===== src/source/rs_ctrl_pkg.sv =====
// Reed-Solomon decoder main control package
// Codeword sizing and the state encodings of the decode and stream sequencers

package rs_ctrl_pkg;

   // Symbols per codeword
   localparam int CODEWORD_LEN = 31;

   // Word counter width, wide enough to reach CODEWORD_LEN
   localparam int WORD_COUNT_W = 5;

   // Error-locator degree and Chien root count
   localparam int DEGREE_W = 3;

   // Per-codeword decode phases
   typedef enum logic [3:0] {
      ds_idle,
      ds_arm_receive,
      ds_receiving,
      ds_eval_syndrome,
      ds_errors_found,
      ds_solving,
      ds_start_search,
      ds_output_wait,
      ds_output_arm_next,
      ds_output_overlap,
      ds_fail_idle,
      ds_fail_next,
      ds_clean_output,
      ds_clean_arm_next,
      ds_clean_overlap
   } decode_state_t;

   // FIFO receive and output phases
   typedef enum logic [3:0] {
      ss_idle,
      ss_shift_in,
      ss_last_in,
      ss_hold,
      ss_out_prepare,
      ss_out_first,
      ss_out_shift,
      ss_out_done,
      ss_overlap_first,
      ss_overlap_shift,
      ss_overlap_done_full,
      ss_overlap_done_partial
   } stream_state_t;

endpackage


===== src/source/rs_decode_sequencer.sv =====
// Reed-Solomon decode sequencer
// Walks each codeword through receive, syndrome, optional key-equation solve
// and root search, and flags a failure when locator degree and root count differ
`timescale 1ns/1ps

module rs_decode_sequencer (
   input  logic                             clock1,
   input  logic                             reset,
   input  logic                             start,
   input  logic                             err_detect,
   input  logic                             finish_kes,
   input  logic [rs_ctrl_pkg::DEGREE_W-1:0] root_count,
   input  logic [rs_ctrl_pkg::DEGREE_W-1:0] lambda_degree,
   input  logic                             data_in_finish,
   input  logic                             data_out_end,
   output logic                             ready,
   output logic                             active_sc,
   output logic                             active_kes,
   output logic                             active_csee,
   output logic                             eval_synd,
   output logic                             err_found,
   output logic                             decode_fail,
   output logic                             en_outfifo
);
   import rs_ctrl_pkg::*;

   decode_state_t state;
   decode_state_t next_state;
   logic          degree_match;
   logic          start_held;
   logic          rx_done_q;

   // A good decode finds one root per locator degree
   assign degree_match = (lambda_degree == root_count);

   always_ff @(posedge clock1 or negedge reset) begin
      if (!reset) begin
         state      <= ds_idle;
         start_held <= 1'b0;
         rx_done_q  <= 1'b0;
      end else begin
         state      <= next_state;
         // Start that arrived together with the end of a failed output
         start_held <= start && data_out_end && (state == ds_output_wait);
         rx_done_q  <= data_in_finish;
      end
   end

   always_comb begin
      next_state = state;
      case (state)
         ds_idle:
            if (start) next_state = ds_arm_receive;
         ds_arm_receive:
            next_state = ds_receiving;
         ds_receiving:
            if (data_in_finish) next_state = ds_eval_syndrome;
         ds_eval_syndrome:
            next_state = err_detect ? ds_errors_found : ds_clean_output;
         ds_errors_found:
            next_state = ds_solving;
         ds_solving:
            if (finish_kes) next_state = ds_start_search;
         ds_start_search:
            next_state = ds_output_wait;
         ds_output_wait: begin
            if (data_out_end) begin
               if (degree_match) begin
                  next_state = start ? ds_arm_receive : ds_idle;
               end else begin
                  next_state = ds_fail_idle;
               end
            end else if (start) begin
               next_state = ds_output_arm_next;
            end
         end
         ds_output_arm_next: begin
            if (data_out_end) begin
               next_state = degree_match ? ds_receiving : ds_fail_next;
            end else begin
               next_state = ds_output_overlap;
            end
         end
         ds_output_overlap: begin
            if (data_out_end) begin
               if (!degree_match) begin
                  next_state = ds_fail_next;
               end else if (data_in_finish) begin
                  next_state = ds_eval_syndrome;
               end else begin
                  next_state = ds_receiving;
               end
            end
         end
         ds_fail_idle:
            next_state = (start || start_held) ? ds_arm_receive : ds_idle;
         ds_fail_next:
            // The overlapped receive may already have ended
            next_state = (data_in_finish || rx_done_q) ? ds_eval_syndrome : ds_receiving;
         ds_clean_output: begin
            if (data_out_end) begin
               next_state = start ? ds_arm_receive : ds_idle;
            end else if (start) begin
               next_state = ds_clean_arm_next;
            end
         end
         ds_clean_arm_next:
            next_state = data_out_end ? ds_receiving : ds_clean_overlap;
         ds_clean_overlap: begin
            if (data_out_end) begin
               next_state = data_in_finish ? ds_eval_syndrome : ds_receiving;
            end
         end
         default:
            next_state = ds_idle;
      endcase
   end

   // Moore decode of the block activations and status
   always_comb begin
      ready       = 1'b0;
      active_sc   = 1'b0;
      active_kes  = 1'b0;
      active_csee = 1'b0;
      eval_synd   = 1'b0;
      err_found   = 1'b0;
      decode_fail = 1'b0;
      en_outfifo  = 1'b0;
      case (state)
         ds_idle:            ready = 1'b1;
         ds_arm_receive:     active_sc = 1'b1;
         ds_eval_syndrome:   eval_synd = 1'b1;
         ds_errors_found: begin
            err_found  = 1'b1;
            active_kes = 1'b1;
         end
         ds_solving:         active_kes = 1'b1;
         ds_start_search: begin
            active_kes  = 1'b1;
            active_csee = 1'b1;
         end
         ds_output_wait, ds_clean_output: begin
            ready      = 1'b1;
            en_outfifo = 1'b1;
         end
         ds_output_arm_next, ds_clean_arm_next: begin
            active_sc  = 1'b1;
            en_outfifo = 1'b1;
         end
         ds_output_overlap, ds_clean_overlap: en_outfifo = 1'b1;
         ds_fail_idle: begin
            ready       = 1'b1;
            decode_fail = 1'b1;
         end
         ds_fail_next:       decode_fail = 1'b1;
         default:            ready = 1'b0;
      endcase
   end

   a_err_found_pulse: assert property (
      @(posedge clock1) disable iff (!reset) err_found |=> !err_found);

   a_fail_not_in_output: assert property (
      @(posedge clock1) disable iff (!reset) !(decode_fail && en_outfifo));

endmodule


===== src/source/rs_main_control.sv =====
// Reed-Solomon decoder main control
// Ties the decode sequencer, the FIFO stream sequencer and the word counters
`timescale 1ns/1ps

module rs_main_control (
   input  logic                             clock1,
   input  logic                             reset,
   input  logic                             start,
   input  logic                             err_detect,
   input  logic                             finish_kes,
   input  logic [rs_ctrl_pkg::DEGREE_W-1:0] root_count,
   input  logic [rs_ctrl_pkg::DEGREE_W-1:0] lambda_degree,
   output logic                             ready,
   output logic                             active_sc,
   output logic                             active_kes,
   output logic                             active_csee,
   output logic                             eval_synd,
   output logic                             hold_synd,
   output logic                             err_found,
   output logic                             decode_fail,
   output logic                             data_out_start,
   output logic                             data_out_end,
   output logic                             shift_fifo,
   output logic                             hold_fifo,
   output logic                             en_infifo,
   output logic                             en_outfifo,
   output logic                             last_data_out,
   output logic                             eval_error
);

   logic data_in_finish;
   logic count_in_en;
   logic count_out_en;
   logic last_word_in;
   logic last_word_out;

   rs_decode_sequencer i_rs_decode_sequencer (
      .clock1         (clock1),
      .reset          (reset),
      .start          (start),
      .err_detect     (err_detect),
      .finish_kes     (finish_kes),
      .root_count     (root_count),
      .lambda_degree  (lambda_degree),
      .data_in_finish (data_in_finish),
      .data_out_end   (data_out_end),
      .ready          (ready),
      .active_sc      (active_sc),
      .active_kes     (active_kes),
      .active_csee    (active_csee),
      .eval_synd      (eval_synd),
      .err_found      (err_found),
      .decode_fail    (decode_fail),
      .en_outfifo     (en_outfifo)
   );

   rs_stream_sequencer i_rs_stream_sequencer (
      .clock1         (clock1),
      .reset          (reset),
      .active_sc      (active_sc),
      .en_outfifo     (en_outfifo),
      .last_word_in   (last_word_in),
      .last_word_out  (last_word_out),
      .shift_fifo     (shift_fifo),
      .hold_fifo      (hold_fifo),
      .en_infifo      (en_infifo),
      .hold_synd      (hold_synd),
      .data_in_finish (data_in_finish),
      .data_out_start (data_out_start),
      .data_out_end   (data_out_end),
      .count_in_en    (count_in_en),
      .count_out_en   (count_out_en)
   );

   rs_word_counters i_rs_word_counters (
      .clock1        (clock1),
      .reset         (reset),
      .count_in_en   (count_in_en),
      .count_out_en  (count_out_en),
      .last_word_in  (last_word_in),
      .last_word_out (last_word_out),
      .last_data_out (last_data_out),
      .eval_error    (eval_error)
   );

endmodule


===== src/source/rs_stream_sequencer.sv =====
// Reed-Solomon codeword FIFO sequencer
// Runs the receive, hold and output phases of the FIFO and lets the next
// codeword shift in while the previous one is still going out
`timescale 1ns/1ps

module rs_stream_sequencer (
   input  logic clock1,
   input  logic reset,
   input  logic active_sc,
   input  logic en_outfifo,
   input  logic last_word_in,
   input  logic last_word_out,
   output logic shift_fifo,
   output logic hold_fifo,
   output logic en_infifo,
   output logic hold_synd,
   output logic data_in_finish,
   output logic data_out_start,
   output logic data_out_end,
   output logic count_in_en,
   output logic count_out_en
);
   import rs_ctrl_pkg::*;

   stream_state_t state;
   stream_state_t next_state;

   always_ff @(posedge clock1 or negedge reset) begin
      if (!reset) begin
         state <= ss_idle;
      end else begin
         state <= next_state;
      end
   end

   always_comb begin
      next_state = state;
      case (state)
         ss_idle:
            if (active_sc) next_state = ss_shift_in;
         ss_shift_in:
            if (last_word_in) next_state = ss_last_in;
         ss_last_in:
            next_state = ss_hold;
         ss_hold:
            if (en_outfifo) next_state = ss_out_prepare;
         ss_out_prepare:
            next_state = active_sc ? ss_overlap_first : ss_out_first;
         ss_out_first:
            next_state = active_sc ? ss_overlap_shift : ss_out_shift;
         ss_out_shift: begin
            if (last_word_out) begin
               // A start on the final output word begins receiving at once
               next_state = active_sc ? ss_overlap_done_partial : ss_out_done;
            end else if (active_sc) begin
               next_state = ss_overlap_shift;
            end
         end
         ss_out_done:
            next_state = active_sc ? ss_shift_in : ss_idle;
         ss_overlap_first:
            next_state = ss_overlap_shift;
         ss_overlap_shift: begin
            if (last_word_out) begin
               next_state = last_word_in ? ss_overlap_done_full : ss_overlap_done_partial;
            end
         end
         ss_overlap_done_full:
            next_state = ss_hold;
         ss_overlap_done_partial:
            next_state = last_word_in ? ss_last_in : ss_shift_in;
         default:
            next_state = ss_idle;
      endcase
   end

   // Moore decode of the FIFO controls and counter enables
   always_comb begin
      shift_fifo     = 1'b0;
      hold_fifo      = 1'b0;
      en_infifo      = 1'b0;
      hold_synd      = 1'b0;
      data_in_finish = 1'b0;
      data_out_start = 1'b0;
      data_out_end   = 1'b0;
      count_in_en    = 1'b0;
      count_out_en   = 1'b0;
      case (state)
         ss_shift_in: begin
            shift_fifo  = 1'b1;
            en_infifo   = 1'b1;
            count_in_en = 1'b1;
         end
         ss_last_in: begin
            shift_fifo     = 1'b1;
            en_infifo      = 1'b1;
            data_in_finish = 1'b1;
         end
         ss_hold: begin
            hold_fifo = 1'b1;
            hold_synd = 1'b1;
         end
         ss_out_prepare: begin
            hold_fifo    = 1'b1;
            count_out_en = 1'b1;
         end
         // Receive waits one word so the new window ends no earlier than the output
         ss_out_first, ss_overlap_first: begin
            shift_fifo     = 1'b1;
            data_out_start = 1'b1;
            count_out_en   = 1'b1;
         end
         ss_out_shift: begin
            shift_fifo   = 1'b1;
            count_out_en = 1'b1;
         end
         ss_out_done:
            data_out_end = 1'b1;
         ss_overlap_shift: begin
            shift_fifo   = 1'b1;
            en_infifo    = 1'b1;
            count_in_en  = 1'b1;
            count_out_en = 1'b1;
         end
         ss_overlap_done_full: begin
            shift_fifo     = 1'b1;
            en_infifo      = 1'b1;
            data_in_finish = 1'b1;
            data_out_end   = 1'b1;
         end
         ss_overlap_done_partial: begin
            shift_fifo   = 1'b1;
            en_infifo    = 1'b1;
            count_in_en  = 1'b1;
            data_out_end = 1'b1;
         end
         default:
            shift_fifo = 1'b0;
      endcase
   end

   a_shift_hold_exclusive: assert property (
      @(posedge clock1) disable iff (!reset) !(shift_fifo && hold_fifo));

endmodule


===== src/source/rs_word_counters.sv =====
// Reed-Solomon receive and output word counters
// Time the receive and output windows and flag their last words
`timescale 1ns/1ps

module rs_word_counters (
   input  logic clock1,
   input  logic reset,
   input  logic count_in_en,
   input  logic count_out_en,
   output logic last_word_in,
   output logic last_word_out,
   output logic last_data_out,
   output logic eval_error
);
   import rs_ctrl_pkg::*;

   logic [WORD_COUNT_W-1:0] count_in;
   logic [WORD_COUNT_W-1:0] count_out;

   // Each counter restarts from zero whenever its window closes
   always_ff @(posedge clock1 or negedge reset) begin
      if (!reset) begin
         count_in  <= '0;
         count_out <= '0;
      end else begin
         if (count_in_en) begin
            count_in <= count_in + 1'b1;
         end else begin
            count_in <= '0;
         end
         if (count_out_en) begin
            count_out <= count_out + 1'b1;
         end else begin
            count_out <= '0;
         end
      end
   end

   // Last shift_in word, one more follows in last_in
   assign last_word_in  = (count_in == WORD_COUNT_W'(CODEWORD_LEN - 2));
   assign last_word_out = &count_out;
   assign last_data_out = last_word_out;
   assign eval_error    = count_out_en;

endmodule


===== config.mk =====
export PLATFORM = sky130hd
export DESIGN_NAME = rs_main_control
export DESIGN_NICKNAME = d
export VERILOG_FILES = /design/src/source/rs_ctrl_pkg.sv /design/src/source/rs_decode_sequencer.sv /design/src/source/rs_main_control.sv /design/src/source/rs_stream_sequencer.sv /design/src/source/rs_word_counters.sv
export SDC_FILE = /design/constraint.sdc
export NUM_CORES = 1
export LEC_CHECK = 0
export ABC_CLOCK_PERIOD_IN_PS = 5300
export BUFFER_PORTS_ARGS = -buffer_cell sky130_fd_sc_hd__buf_2
export CAP_MARGIN = 30
export CELL_PAD_IN_SITES_DETAIL_PLACEMENT = 1
export CELL_PAD_IN_SITES_GLOBAL_PLACEMENT = 2
export CORE_MARGIN = 2
export CORE_UTILIZATION = 35
export CTS_CLUSTER_DIAMETER = 200
export DETAILED_ROUTE_END_ITERATION = 6
export HOLD_SLACK_MARGIN = 0.1
export PLACE_DENSITY = 0.9
export SYNTH_ARGS = -nofsm -noshare
export SYNTH_HDL_FRONTEND = slang
export SYNTH_SLANG_ARGS = --single-unit

===== constraint.sdc =====
create_clock -name clock1 -period 5.3 [get_ports clock1]
set_clock_uncertainty 0.2 [all_clocks]
set_input_delay 0 -clock clock1 [delete_from_list [all_inputs] [get_ports clock1]]
set_output_delay 0 -clock clock1 [all_outputs]
set_load 0.02 [all_outputs]

==> results.yml, run 1 <==
run_status:
  outcome: "complete, no violations"
setup_path:
  critPathTopFamily: "compound AO/OA/AOI/OAI gates"
  worstSetupPathType: "reg2reg"
  critPathMaxStageDelay_ps: 640
  crit_path_end_kind: "flop"
  cp_data_required_time_ps: 5230
  cp_max_fo: 16
  slowest_stage: "dfrtp_1"
  timing.critical_path.buf_inv: 1
  start_kind: "flop"
  cp_cell_sequence: "and3b_1 -> o21ai_2 -> inv_2 -> o21a_1 -> o221ai_2 -> mux2_1"
  worstPathArrival_ps: 2380
sta:
  hold_violations: 0
  fmax_mhz: 407.7
  final_max_slew_viol_count: 0
  setup_viol: 0
  timing.final.ws_setup_ps: 2847
  finalCritPeriodShare_pct: 46.28
  setup_tns_ps: 0
  worstMarginPinSlew_ps: 585.2
  rsz0062_at_grt: "false"
  timing.hold.ws_ps: 135.7
  period_minus_slack_ps: 2453
  relSlewSlack_pct: 60.99
hold_path:
  hp-class: "in2reg"
global_routing:
  grt_pass1_wl_um: 7238
  grt_usage_pct: 18.11
  grt_max_degree: 21
  grt_antenna_before_repair: 0
  grt_pass1_vias: 1500
  overflow: 0
synthesis:
  synth_edf_count: 0
  ys_seq_elements: 20
  synthFlopType: "dfrtp_1"
  async_reset_ff_share_pct: 100.0
  netlist_area_um2: 1498
  synth_fp_nets: 191
  synth_seq_area_share_pct: 33.42
  postSynthAreaPerCell_um2: 8.510
  synthCells: 176
  ys_warn_count: 0
  synth.distinct_cells: 55
floorplanning:
  row_count: 23
  io_pins: 27
  fp.dieArea_um2: 4818
  die_h_um: 69.42
  start_util_pct: 36.91
  die_w_um: 69.42
  coreArea_um2: 4058
cts:
  cts_resized: 0
  clk-insertion-delay-late_ps: 250
  cts_buffer_depth: 2
  htreeDepth: 1
  cts_sinks: 20
  numCtsBuffers: 3
  path_clk_slew_ps: 80
  cts_setup_buffers: 0
  root_buffer: "clkbuf_8"
  cts_tree: "built"
final_layout:
  n_fill_cell: 493
  layout_common_cells: "buf_2, dfrtp_1, nor2_1, a21oi_1, o21ai_0"
  final_common_cell: "buf_2"
  num_antenna_cells: 0
  syn2layout_area_growth_pct: 15.62
  num-nets-final: 216
  drive_gt1_share_pct: 19.10
placement:
  dp.final_hpwl_um: 3159
  pre_cts_ws_ps: 2864
  port_buffers: 26
  gp_congestion: 0.9176
power:
  peakVddDrop_mv: 0.2564
  p_per_area_nw_per_um2: 607.7
  leakage_uw: 0.0007968
run:
  cap_viol_max_count: 0
detailed_routing:
  routed_wl_um: 4219
  viasPerCell: 5.924
  dr.pass1.iters: 4
  drt_drc_violations_left: 0
  first_iter_violations: 60
  vias: 1475
  ant_nets: 0
  wire_per_inst_um: 16.94
-- flip-flops by register name, summed over array words and instances (netlist names) --
name	flops
i_rs_word_counters.count_in	5
i_rs_word_counters.count_out	5
i_rs_decode_sequencer.state	4
i_rs_stream_sequencer.state	4
i_rs_decode_sequencer.rx_done_q	1
i_rs_decode_sequencer.start_held	1
-- synth_stat cells (all sizes together) (4+ instances only) --
cell type,number,share of area [%]
nand2b,7,2.9
nand2,8,2.0
xor2,6,3.5
nor2b,6,2.7
and3,4,1.7
nor2,17,4.3
nor3,4,1.3
clkbuf,6,1.5
ha,4,3.3
inv,11,2.8
buf,4,1.5
nand3,4,1.3
o21ai,11,3.9
a21oi,12,4.0
dfrtp,20,33
-- report_power, final --
| group | internal (µW) | switching (µW) | total, µW |
|---|---|---|---|
| clock | 50.5 | 46.7 | 97.2 |
| combinational | 255 | 374 | 628 |
| sequential | 195 | 132 | 327 |
| total | 500 | 552 | 1050 |
-- repair_timing --
item	4_1_cts	5_1_grt
setup endpoints to repair	0	0
hold endpoints to repair	22	0
hold buffers	3	0
-- worst register-to-register path: cells and delay by family, from the launching register on --
| kind | cells | cell delay [ps] |
|---|---|---|
| flip-flops | 1 | 640 |
| multiplexers | 1 | 350 |
| buffers and inverters | 1 | 140 |
| AO/OA/AOI/OAI | 3 | 730 |
| AND/OR/NAND/NOR | 1 | 270 |
-- logic make-up after synthesis --
group,share of synthesized area [%]
muxes,2.255
adders and majority gates,3.342
xor gates and xnor gates,5.263
and+or+nand+nor,26.90
buffers and inverters,5.764
AOI/OAI and AO/OA,23.06
DFF,33.42
-- routing by layer --
metal	routed length [µm]	share of wire (%)	global-route usage, %	up-vias
li1	-	-	-	687
met1	1821	43	22.62	723
met2	2108	50	31.52	55
met3	216	5.1	2.616	10
met4	72	1.7	6.754	0
met5	0	0	0	-
-- final cells by class --
class | count | area [µm²] | area share (%)
multi-input cells | 135 | 910.9 | 52.60
clock buffers | 3 | 41.29 | 2.384
well taps | 50 | 62.56 | 3.613
repair buffers | 30 | 175.2 | 10.12
inverters | 11 | 41.29 | 2.384
flip-flops and latches | 20 | 500.5 | 28.90
-- final timing paths --
path,startpoint,to,slack (ps),cells past startpoint
max reg2reg,i_rs_stream_sequencer.state[3],i_rs_decode_sequencer.state[0],2850,6
min,err_detect,i_rs_decode_sequencer.state[3],140,4
min in group asynchronous,reset,i_rs_word_counters.count_in[1],400,3
max,i_rs_stream_sequencer.state[3],i_rs_decode_sequencer.state[0],2850,6
max in group asynchronous,reset,i_rs_stream_sequencer.state[3],4130,4
min reg2reg,i_rs_word_counters.count_out[0],i_rs_word_counters.count_out[0],260,1
-- per-stage QoR --
| step | utilization, % | instances | cell area, µm² | power (µW) |
|---|---|---|---|---|
| after CTS | 42.31 | 248 | 1717 | 1054 |
| after global routing | 42.68 | 249 | 1732 | 1142 |
| after floorplan | - | 176 | 1498 | 774.4 |
| after detailed placement | 40.55 | 242 | 1645 | 952.1 |
| final | 42.68 | 249 | 1732 | 1052 |
| after global placement | 40.55 | 242 | 1645 | 908.7 |
Power figures use the tool's default switching activity.
==> run 2: changes to the inputs <==
--- a/config.mk
+++ b/config.mk
@@ -5,17 +5,17 @@
 export SDC_FILE = /design/constraint.sdc
 export NUM_CORES = 1
 export LEC_CHECK = 0
-export ABC_CLOCK_PERIOD_IN_PS = 5300
+export ABC_CLOCK_PERIOD_IN_PS = 2400
 export BUFFER_PORTS_ARGS = -buffer_cell sky130_fd_sc_hd__buf_2
 export CAP_MARGIN = 30
 export CELL_PAD_IN_SITES_DETAIL_PLACEMENT = 1
 export CELL_PAD_IN_SITES_GLOBAL_PLACEMENT = 2
 export CORE_MARGIN = 2
-export CORE_UTILIZATION = 35
+export CORE_UTILIZATION = 33
 export CTS_CLUSTER_DIAMETER = 200
 export DETAILED_ROUTE_END_ITERATION = 6
 export HOLD_SLACK_MARGIN = 0.1
-export PLACE_DENSITY = 0.9
+export PLACE_DENSITY = 0.86
 export SYNTH_ARGS = -nofsm -noshare
 export SYNTH_HDL_FRONTEND = slang
 export SYNTH_SLANG_ARGS = --single-unit
==> constraint.sdc (replaced) <==
create_clock -name clock1 -period 2.4 [get_ports clock1]
set_clock_uncertainty 0.2 [all_clocks]
set_input_delay 0 -clock clock1 [delete_from_list [all_inputs] [get_ports clock1]]
set_output_delay 0 -clock clock1 [all_outputs]
set_load 0.02 [all_outputs]
==> run 2 against run 1 <==
Count of clock-buffer cells in the layout did not move; flip-flop and latch count did not move; largest power group unchanged; critical path depth rose by 2; largest cell class unchanged; first-iteration DRC count fell by 30%; wire length rose by 3.7%; highest routed layer unchanged; sequential share of layout area fell by 1.5 points; cell area rose by 5.8%.
==> results.yml, run 2 (synthesized netlist as in run 1, its figures left out) <==
setup_path:
  cp_max_fo: 6
  timing.critical_path.buf_inv: 0
  rr_worst_depth: 8
  cp_cell_sequence: "ha_1 -> and3_1 -> ha_1 -> nand3b_1 -> o21ai_0 -> nor4b_2 -> nand2b_1 -> o32a_1"
  crit_path_end: "i_rs_stream_sequencer.state[1]"
  worstReg2RegEnd: "i_rs_stream_sequencer.state[1]"
  worstReg2RegStart: "i_rs_word_counters.count_out[0]"
  crit_path_end_kind: "flop"
  path_common_cell: "ha_1"
  start_kind: "flop"
  worstPathArrival_ps: 2180
  cp_data_required_time_ps: 2340
  critPathTopFamily: "simple AND/OR/NAND/NOR gates"
  critPathMaxStageDelay_ps: 380
  startpoint: "i_rs_word_counters.count_out[0]"
  crit_cells: 8
  reg2reg_setup_slack_ps: 160
  slowest_stage: "dfrtp_1"
  worstSetupPathType: "reg2reg"
cts:
  path_clk_slew_ps: 70
  htreeDepth: 1
  cts_tree: "built"
  cts_sinks: 20
  root_buffer: "clkbuf_8"
  cts_buffer_depth: 2
  clk-insertion-delay-late_ps: 250
  numCtsBuffers: 3
sta:
  timing.final.ws_setup_ps: 155.8
  setup_tns_ps: 0
  rsz0062_at_grt: "false"
  finalCritPeriodShare_pct: 93.51
  relSlewSlack_pct: 71.56
  fmax_mhz: 445.6
  worstMarginPinSlew_ps: 422.8
  setup_viol: 0
  hold_violations: 0
  period_minus_slack_ps: 2244
  final_max_slew_viol_count: 0
floorplanning:
  die_h_um: 71.37
  row_count: 24
  die_w_um: 71.37
  coreArea_um2: 4354
  fp.dieArea_um2: 5093
  start_util_pct: 34.40
  io_pins: 27
detailed_routing:
  wire_per_inst_um: 16.64
  ant_nets: 0
  routed_wl_um: 4377
  drt_drc_violations_left: 0
  viasPerCell: 5.597
  vias: 1472
  dr.pass1.iters: 4
  first_iter_violations: 42
placement:
  pre_cts_ws_ps: 93.27
  gp_congestion: 0.8948
  port_buffers: 26
  dp.final_hpwl_um: 3400
final_layout:
  multi_input_area_um2: 917.1
  register_area_um2: 501.7
  final_core_util_pct: 42.07
  num-nets-final: 228
  layout_common_cells: "buf_2, dfrtp_1, nor2_1, a21oi_1, buf_4"
  drive_gt1_share_pct: 24.64
  num_antenna_cells: 0
  syn2layout_area_growth_pct: 22.31
  n_fill_cell: 535
  reg_top3: "i_rs_word_counters.count_in x5, i_rs_word_counters.count_out x5"
  final_common_cell: "buf_2"
global_routing:
  grt_antenna_before_repair: 0
  grt_pass1_vias: 1509
  grt_max_degree: 21
  grt_usage_pct: 18.00
  overflow: 0
  grt_pass1_wl_um: 7362
power:
  seqPwrFrac_pct: 24.2
  p_clk_share_pct: 8.7
  peakVddDrop_mv: 0.6454
  intPower_uw: 1228
  combinationalPowerShare_pct: 67.0
  leakage_uw: 0.0008574
  swShare_pct: 50.37
  switching_power_uw: 1247
  p_per_area_nw_per_um2: 1351
run_status:
  outcome: "complete, no violations"
run:
  cap_viol_max_count: 0
hold_path:
  whs_path_depth: 4
  hp-class: "in2reg"
==> run 2: layer usage <==
layer | vias to the layer above | part of all wire, % | track usage [%]
li1 | 702 | - | -
met1 | 733 | 45 | 22.82
met2 | 35 | 50 | 32.82
met3 | 2 | 3.9 | 2.672
met4 | 0 | 0.39 | 2.935
met5 | - | 0 | 0
==> run 2: cell type report <==
class / instances / area share, %
Tap cell: 52 / 3.552
Inverter: 11 / 2.254
Sequential cell: 20 / 27.39
Clock buffer: 3 / 2.254
Multi-Input combinational cell: 135 / 50.07
Timing Repair Buffer: 42 / 14.48
==> run 2: repair_timing <==
item | in CTS | in global routing
hold buffers | 3 | 0
buffers inserted | 0 | 0
hold endpoints to repair | 25 | 0
setup endpoints to repair | 0 | 3
gates resized for setup | 0 | 2
==> run 2: power by group through the flow <==
stage               Combinational, µW  Sequential, µW  Clock, µW
floorplan                        1200             513          0
global placement                 1590             593          0
detailed placement               1640             605          0
CTS                              1650             600        225
global route                     1830             628        242
finish                           1660             600        216
==> run 2: through the flow <==
stage	std cells	total power (µW)	instance area (µm²)	hold WS, ps
after floorplan	176	1710	1498	-495.6
after global routing	263	2695	1832	146.6
after detailed placement	256	2250	1738	-212.8
after global placement	256	2178	1738	-228.6
final	263	2475	1832	130.9
after CTS	262	2479	1809	139.8
==> run 2: worst min-delay path, cell delays in order <==
cell and delay (ps):
buf_2 70, or4_1 100, nand3_1 90, mux2_1 280
==> run 2: how the worst min path moves through the flow <==
stage / startpoint / endpoint / slack, ps
3_5_place_dp: reset / i_rs_word_counters.count_in[0] / -210
2_1_floorplan: reset / i_rs_decode_sequencer.rx_done_q / -500
5_1_grt: err_detect / i_rs_decode_sequencer.state[3] / 150
4_1_cts: err_detect / i_rs_decode_sequencer.state[3] / 140
3_3_place_gp: reset / i_rs_word_counters.count_in[0] / -230
6_report: err_detect / i_rs_decode_sequencer.state[3] / 130
